===== src/rtl/fp_compare_pkg.sv =====
package fp_compare_pkg;

    // IEEE 754 single precision layout
    localparam int DATA_WIDTH = 32;
    localparam int EXP_WIDTH  = 8;
    localparam int MANT_WIDTH = 23;

    typedef logic [DATA_WIDTH-1:0] fp_word_t;

    // Canonical quiet NaN, also the idle value of the min/max result
    localparam fp_word_t QNAN = {1'b0, {EXP_WIDTH{1'b1}}, 1'b1, {(MANT_WIDTH-1){1'b0}}};

    // The eight operations fill the 3-bit code exactly
    typedef enum logic [2:0] {
        FEQ  = 3'd0,
        FNE  = 3'd1,
        FLT  = 3'd2,
        FLE  = 3'd3,
        FGT  = 3'd4,
        FGE  = 3'd5,
        FMIN = 3'd6,
        FMAX = 3'd7
    } fp_op_e;

    // Relation of operand a to operand b
    typedef enum logic [2:0] {
        REL_LT       = 3'd0,
        REL_EQ       = 3'd1,
        REL_GT       = 3'd2,
        REL_A_NAN    = 3'd3,
        REL_B_NAN    = 3'd4,
        REL_BOTH_NAN = 3'd5
    } fp_rel_e;

    // Per-operand fields after stage 1
    typedef struct packed {
        logic                  sign;
        logic [EXP_WIDTH-1:0]  exp;
        logic [MANT_WIDTH:0]   mant;    // Hidden bit on top
        logic                  is_nan;
        logic                  is_zero;
    } fp_class_t;

endpackage


===== src/rtl/fp_stage_if.sv =====
`timescale 1ns/1ps

// Stage 1 to stage 2: raw words plus the classified fields
interface fp_class_if;
    logic                      valid;
    fp_compare_pkg::fp_op_e    op;
    fp_compare_pkg::fp_word_t  a;
    fp_compare_pkg::fp_word_t  b;
    fp_compare_pkg::fp_class_t a_class;
    fp_compare_pkg::fp_class_t b_class;

    modport src (
        output valid,
        output op,
        output a,
        output b,
        output a_class,
        output b_class
    );

    modport dst (
        input valid,
        input op,
        input a,
        input b,
        input a_class,
        input b_class
    );
endinterface

// Stage 2 to stage 3: raw words kept for min/max, plus the relation
interface fp_order_if;
    logic                     valid;
    fp_compare_pkg::fp_op_e   op;
    fp_compare_pkg::fp_word_t a;
    fp_compare_pkg::fp_word_t b;
    fp_compare_pkg::fp_rel_e  rel;

    modport src (output valid, output op, output a, output b, output rel);

    modport dst (input valid, input op, input a, input b, input rel);
endinterface


===== src/rtl/fp_classify.sv =====
`timescale 1ns/1ps

module fp_classify (
    input  logic                     clk,
    input  logic                     rst,
    input  logic                     in_valid,
    input  fp_compare_pkg::fp_op_e   in_op,
    input  fp_compare_pkg::fp_word_t a,
    input  fp_compare_pkg::fp_word_t b,
    fp_class_if.src                  cls
);

    localparam int EW = fp_compare_pkg::EXP_WIDTH;
    localparam int MW = fp_compare_pkg::MANT_WIDTH;

    fp_compare_pkg::fp_class_t a_class_d;
    fp_compare_pkg::fp_class_t b_class_d;

    // Split one word into sign, exponent and padded mantissa, and flag specials
    function automatic fp_compare_pkg::fp_class_t classify(input fp_compare_pkg::fp_word_t w);
        fp_compare_pkg::fp_class_t c;
        logic [EW-1:0] e;
        logic [MW-1:0] m;
        e         = w[EW+MW-1:MW];
        m         = w[MW-1:0];
        c.sign    = w[EW+MW];
        c.exp     = e;
        c.mant    = {(e != '0), m};     // Denormals and zero get no hidden one
        c.is_nan  = (e == '1) && (m != '0);
        c.is_zero = (e == '0) && (m == '0);
        return c;
    endfunction

    always_comb begin
        a_class_d = classify(a);
        b_class_d = classify(b);
    end

    always_ff @(posedge clk or posedge rst) begin
        if (rst) begin
            cls.valid <= 1'b0;
        end else begin
            cls.valid <= in_valid;
        end
    end

    // Payload only moves on a valid input
    always_ff @(posedge clk) begin
        if (in_valid) begin
            cls.op      <= in_op;
            cls.a       <= a;
            cls.b       <= b;
            cls.a_class <= a_class_d;
            cls.b_class <= b_class_d;
        end
    end

    a_op_known: assert property (@(posedge clk) disable iff (rst)
        in_valid |-> !$isunknown(in_op))
        else $error("fp_classify: unknown opcode on a valid input");

endmodule


===== src/rtl/fp_order_compare.sv =====
`timescale 1ns/1ps

module fp_order_compare (
    input  logic    clk,
    input  logic    rst,
    fp_class_if.dst cls,
    fp_order_if.src ord
);

    localparam int MAG_WIDTH = fp_compare_pkg::EXP_WIDTH + fp_compare_pkg::MANT_WIDTH + 1;

    fp_compare_pkg::fp_rel_e rel_d;
    logic [MAG_WIDTH-1:0]    mag_a;
    logic [MAG_WIDTH-1:0]    mag_b;
    logic                    a_bigger;

    // Exponent above mantissa, so one unsigned compare orders the magnitudes
    assign mag_a    = {cls.a_class.exp, cls.a_class.mant};
    assign mag_b    = {cls.b_class.exp, cls.b_class.mant};
    assign a_bigger = mag_a > mag_b;

    always_comb begin
        if (cls.a_class.is_nan && cls.b_class.is_nan) begin
            rel_d = fp_compare_pkg::REL_BOTH_NAN;
        end else if (cls.a_class.is_nan) begin
            rel_d = fp_compare_pkg::REL_A_NAN;
        end else if (cls.b_class.is_nan) begin
            rel_d = fp_compare_pkg::REL_B_NAN;
        end else if (cls.a_class.is_zero && cls.b_class.is_zero) begin
            rel_d = fp_compare_pkg::REL_EQ;     // +0 equals -0
        end else if (cls.a_class.sign != cls.b_class.sign) begin
            // Positive side wins
            rel_d = cls.a_class.sign ? fp_compare_pkg::REL_LT : fp_compare_pkg::REL_GT;
        end else if (mag_a == mag_b) begin
            rel_d = fp_compare_pkg::REL_EQ;
        end else if (a_bigger ^ cls.a_class.sign) begin
            rel_d = fp_compare_pkg::REL_GT;     // Larger magnitude loses when negative
        end else begin
            rel_d = fp_compare_pkg::REL_LT;
        end
    end

    always_ff @(posedge clk or posedge rst) begin
        if (rst) begin
            ord.valid <= 1'b0;
        end else begin
            ord.valid <= cls.valid;
        end
    end

    always_ff @(posedge clk) begin
        if (cls.valid) begin
            ord.op  <= cls.op;
            ord.a   <= cls.a;
            ord.b   <= cls.b;
            ord.rel <= rel_d;
        end
    end

    // Identical non-NaN words must come out equal
    a_same_word_equal: assert property (@(posedge clk) disable iff (rst)
        cls.valid && !cls.a_class.is_nan && (cls.a == cls.b)
        |=> ord.rel == fp_compare_pkg::REL_EQ)
        else $error("fp_order_compare: identical operands not related as equal");

endmodule


===== src/rtl/fp_result_select.sv =====
`timescale 1ns/1ps

module fp_result_select (
    input  logic                      clk,
    input  logic                      rst,
    fp_order_if.dst                   ord,
    output logic                      out_valid,
    output logic                      result_bool,
    output fp_compare_pkg::fp_word_t  result_fp
);

    localparam int SIGN_BIT = fp_compare_pkg::DATA_WIDTH - 1;
    localparam int MW       = fp_compare_pkg::MANT_WIDTH;

    logic                     bool_d;
    fp_compare_pkg::fp_word_t fp_d;
    logic                     want_min;
    logic                     eq_sign;
    logic                     a_nan;
    logic                     b_nan;
    logic                     res_nan;

    assign want_min = (ord.op == fp_compare_pkg::FMIN);

    // Equal operands differ at most in the sign of a zero
    // OR keeps -0 for min, AND keeps +0 for max
    assign eq_sign = want_min ? (ord.a[SIGN_BIT] | ord.b[SIGN_BIT])
                              : (ord.a[SIGN_BIT] & ord.b[SIGN_BIT]);

    // NaN tests straight on the raw words
    assign a_nan   = (ord.a[SIGN_BIT-1:MW] == '1) && (ord.a[MW-1:0] != '0);
    assign b_nan   = (ord.b[SIGN_BIT-1:MW] == '1) && (ord.b[MW-1:0] != '0);
    assign res_nan = (result_fp[SIGN_BIT-1:MW] == '1) && (result_fp[MW-1:0] != '0);

    always_comb begin
        bool_d = 1'b0;
        fp_d   = fp_compare_pkg::QNAN;
        case (ord.op)
            fp_compare_pkg::FEQ: bool_d = (ord.rel == fp_compare_pkg::REL_EQ);
            fp_compare_pkg::FNE: bool_d = (ord.rel != fp_compare_pkg::REL_EQ);  // NaN lands here
            fp_compare_pkg::FLT: bool_d = (ord.rel == fp_compare_pkg::REL_LT);
            fp_compare_pkg::FLE: begin
                bool_d = (ord.rel == fp_compare_pkg::REL_LT) ||
                         (ord.rel == fp_compare_pkg::REL_EQ);
            end
            fp_compare_pkg::FGT: bool_d = (ord.rel == fp_compare_pkg::REL_GT);
            fp_compare_pkg::FGE: begin
                bool_d = (ord.rel == fp_compare_pkg::REL_GT) ||
                         (ord.rel == fp_compare_pkg::REL_EQ);
            end
            fp_compare_pkg::FMIN, fp_compare_pkg::FMAX: begin
                case (ord.rel)
                    fp_compare_pkg::REL_A_NAN: fp_d = ord.b;   // NaN yields the other operand
                    fp_compare_pkg::REL_B_NAN: fp_d = ord.a;
                    fp_compare_pkg::REL_LT:    fp_d = want_min ? ord.a : ord.b;
                    fp_compare_pkg::REL_GT:    fp_d = want_min ? ord.b : ord.a;
                    fp_compare_pkg::REL_EQ:    fp_d = {eq_sign, ord.a[SIGN_BIT-1:0]};
                    default:                   fp_d = fp_compare_pkg::QNAN;
                endcase
            end
        endcase
    end

    // Results hold between valid outputs
    always_ff @(posedge clk or posedge rst) begin
        if (rst) begin
            out_valid   <= 1'b0;
            result_bool <= 1'b0;
            result_fp   <= fp_compare_pkg::QNAN;
        end else begin
            out_valid <= ord.valid;
            if (ord.valid) begin
                result_bool <= bool_d;
                result_fp   <= fp_d;
            end
        end
    end

    // Min/max gives a NaN only for a NaN pair
    a_minmax_nan_pair_only: assert property (@(posedge clk) disable iff (rst)
        ord.valid && (ord.op inside {fp_compare_pkg::FMIN, fp_compare_pkg::FMAX})
        && !(a_nan && b_nan)
        |=> !result_bool && !res_nan)
        else $error("fp_result_select: min/max gave a flag or a NaN from a non-NaN pair");

endmodule


===== src/rtl/fp_compare_top.sv =====
`timescale 1ns/1ps

module fp_compare_top (
    input  logic                      clk,
    input  logic                      rst,
    input  logic                      in_valid,
    input  fp_compare_pkg::fp_op_e    in_op,
    input  fp_compare_pkg::fp_word_t  a,
    input  fp_compare_pkg::fp_word_t  b,
    output logic                      out_valid,
    output logic                      result_bool,
    output fp_compare_pkg::fp_word_t  result_fp
);

    // Stage links
    fp_class_if cls_if ();
    fp_order_if ord_if ();

    // Stage 1, field split and special flags
    fp_classify fp_classify_i (
        .clk      (clk),
        .rst      (rst),
        .in_valid (in_valid),
        .in_op    (in_op),
        .a        (a),
        .b        (b),
        .cls      (cls_if.src)
    );

    // Stage 2, numeric relation
    fp_order_compare fp_order_compare_i (
        .clk (clk),
        .rst (rst),
        .cls (cls_if.dst),
        .ord (ord_if.src)
    );

    // Stage 3, boolean and min/max
    fp_result_select fp_result_select_i (
        .clk         (clk),
        .rst         (rst),
        .ord         (ord_if.dst),
        .out_valid   (out_valid),
        .result_bool (result_bool),
        .result_fp   (result_fp)
    );

endmodule


===== config.mk =====
export PLATFORM = sky130hd
export DESIGN_NAME = fp_compare_top
export DESIGN_NICKNAME = d
export VERILOG_FILES = /design/src/rtl/fp_compare_pkg.sv /design/src/rtl/fp_stage_if.sv /design/src/rtl/fp_classify.sv /design/src/rtl/fp_order_compare.sv /design/src/rtl/fp_result_select.sv /design/src/rtl/fp_compare_top.sv
export SDC_FILE = /design/constraint.sdc
export NUM_CORES = 1
export LEC_CHECK = 0
export BUFFER_PORTS_ARGS = -buffer_cell sky130_fd_sc_hd__buf_4
export CAP_MARGIN = 20
export CORE_UTILIZATION = 43
export CTS_CLUSTER_SIZE = 24
export DETAILED_ROUTE_END_ITERATION = 6
export PLACE_DENSITY = 0.74
export SETUP_SLACK_MARGIN = 0.1
export SYNTH_ARGS = -nofsm -noshare
export SYNTH_HDL_FRONTEND = slang
export SYNTH_SLANG_ARGS = --single-unit

===== constraint.sdc =====
create_clock -name clk -period 2.4 [get_ports clk]
set_input_delay 0.12 -clock clk [delete_from_list [all_inputs] [get_ports clk]]
set_output_delay 0.12 -clock clk [all_outputs]
set_load 0.05 [all_outputs]

==> reports/qor.csv <==
metric;value;unit
status;finished, final reports clean;
relative slew slack;0.392;
Cell variety after synth;44;
total congestion overflow;0;
initial antenna violation count;0;
Die ar.;0.0170;mm2
CP required;2570;ps
syn avg cell area;15.6;um2
DR WL met2;8230;um
vias in the first global route;4703;
minimum hold slack;266;ps
design area;0.00955;mm2
Synth Register Bits;179;
Clock Tree Buf Depth;2;
Post-DRT Antenna Nets;0;
Hold Vio Cnt, Final;0;
critical register-to-register path startpoint;fp_classify_i.cls.a_class[16];
worst-margin pin slew;912;ps
core footprint;0.0159;mm2
maximum vdd drop;562;uV
CP arrival;2390;ps
Final GP Congestion;0.894;
Synth Net Count;554;
first-pass iteration count of the detailed router;5;
vias per inst;5.25;
worst min path class;primary input to flop;
final wirelength;15700;um
P per Cell Area;803;mW/mm2
drt wl/cell;18.1;um
min-delay src;in_valid;
Root Buffer;clkbuf_16;
htree depth;4;
yosys warns;0;
Nets;742;
via count;4559;
Post-synth ARST share;0.201;
CP startpoint kind;flop;
Max Cap Violations;0;
Final Skew;8.73;ps
crit-path max FO;3;
largest net degree at the start of global routing;75;
first-pass GRT wire length;24100;um
final setup TNS;0;ps
Die Y;130;um
CTS tree;built;
top_reg_cell synth;edfxtp_1;
GRT Resource Usage Total;0.195;
Syn-to-layout area delta;35.0;%
Rows;46;
Ports;104;
register area share after synthesis;0.736;
Reg clk slew, reported paths;60;ps
DRC viols;0;
Final Total Pwr;7.67;mW
Max Slew Vio Count;0;
diodes inserted;0;
Die Wd;130;um
Synth Cell Area;0.00707;mm2
minimum clock period;2220;ps
EDFF count, synth;143;
HPWL after detailed placement;10700;um
IO Port Bufs;103;
top routing layer used;met4;
layout cells sized above 1;0.266;
Initial Utilization;0.443;
Leak;3.77;nW
M1 wire length;6420;um
CTS Buf Count;17;
Crit. End Element;flop;
crit path kind;flop to flop;
Skew-Pair Late Insertion Delay;430;ps
fmax;449;MHz
Area after DPL;0.00811;mm2
final core utilization;0.599;
Initial DRC Count;276;
Setup violations, final;0;
met3 routed WL;755;um
unrepaired setup endpoints after global routing;no;
Synth Instances;452;
Worst setup startpoint;fp_classify_i.cls.a_class[16];
clk sinks;179;
period utilization;0.927;
logic make-up after synthesis:
kind of cell,synth area share
flip-flops,0.736
adder cells (fa/ha/maj),0.0566
AND/OR/NAND/NOR,0.0642
buffers and inverters,0.0292
AO/OA/AOI/OAI,0.112
XOR/XNOR,0.00124
per-layer routing:
metal / track usage / vias up
met2: 0.331 / 155
li1: - / 2148
met3: 0.0439 / 24
met4: 0.0964 / 0
met5: 0 / -
met1: 0.235 / 2232
path summary, 6_finish.rpt:
| kind | cells past startpoint | to | slack [ps] |
|---|---|---|---|
| max | 7 | fp_order_compare_i.ord.rel[1] | 180 |
| min | 1 | fp_classify_i.cls.valid | 270 |
| max reg2reg | 7 | fp_order_compare_i.ord.rel[1] | 180 |
| min reg2reg | 0 | fp_order_compare_i.ord.op[1] | 430 |
| max in group asynchronous | 4 | fp_result_select_i.result_fp[25] | 1350 |
| min in group asynchronous | 3 | fp_result_select_i.result_fp[2] | 290 |
cells in the mapped netlist, types with 3 or more instances:
cell,instances,area share
nor2_1,26,0.014
nor3_1,6,0.0042
nand3_1,7,0.0050
clkbuf_1,6,0.0032
nor2b_1,4,0.0035
nand2_1,11,0.0058
inv_1,36,0.019
a21o_1,3,0.0032
ha_1,32,0.057
a21oi_2,3,0.0037
edfxtp_1,143,0.61
a221oi_2,8,0.017
o31ai_1,3,0.0032
nand4_1,13,0.012
a22oi_1,23,0.024
buf_2,6,0.0042
nor4_1,16,0.014
dfstp_2,9,0.033
o2bb2ai_1,22,0.027
o21ai_0,9,0.0064
a21oi_1,17,0.012
dfrtp_1,27,0.096
area by class of cell:
| type | count | area [um2] |
|---|---|---|
| Clock buffer | 20 | 447 |
| Clock inverter | 12 | 186 |
| Fill cell | 1205 | 6400 |
| Timing Repair Buffer | 183 | 1560 |
| Sequential cell | 179 | 5210 |
| Inverter | 36 | 135 |
| Tap cell | 216 | 270 |
| Multi-Input combinational cell | 223 | 1740 |
critical path: stages, from the launching register on:
cell and delay [ps]:
edfxtp_1 450, ha_4 290, nand4_1 210, nor2_1 80, a221o_1 350, o31a_1 280
o31ai_1 230, o22ai_1 100
cells in the final DEF (no fill, tap or decap), types with 2 or more instances in the layout:
cell	count
edfxtp_1	143
buf_4	114
dlygate4sd3_1	68
inv_1	35
ha_1	28
nor2_1	26
dfrtp_1	26
a22oi_1	23
o2bb2ai_1	22
a21oi_1	17
clkbuf_16	17
nor4_1	14
nand4_1	13
nand2_1	10
o21ai_0	9
dfstp_2	9
a221oi_2	8
nand3_1	7
nor3_1	6
bufinv_16	5
nor2b_1	4
ha_4	4
a21oi_2	3
o31ai_1	3
a21o_1	3
clkinv_1	3
clkinv_2	2
clkbuf_1	2
clkinvlp_4	2
flip-flops by register name, summed over array words and instances (netlist names), 3 cells and up:
signal                        count
fp_classify_i.cls.a_class        34
fp_classify_i.cls.b_class        34
fp_classify_i.cls.op              3
fp_order_compare_i.ord.a         32
fp_order_compare_i.ord.b         32
fp_order_compare_i.ord.op         3
fp_order_compare_i.ord.rel        3
fp_result_select_i.result_fp     32
power by group:
part           switching (mW)  internal [mW]  total (mW)  leakage [nW]
combinational           0.532          0.391       0.922          1.61
sequential              0.150           3.66        3.81          1.86
clock                    1.08           1.86        2.94         0.303
stage by stage:
stage          setup WS [ps]  instances
2_1_floorplan            252        452
3_3_place_gp            -108        764
3_5_place_dp           -77.4        764
4_1_cts                  101        864
5_1_grt                 64.1        869
6_report                 175        869
what timing repair did:
item | 4_1_cts | 5_1_grt
hold buffers | 68 | 0
gates resized for setup | 3 | 9
setup endpoints to repair | 7 | 1
buffers inserted | 0 | 5
pin swaps | 0 | 7
endpoints found under the hold margin | 78 | 0
No activity file was read; power rests on OpenSTA's default activity.
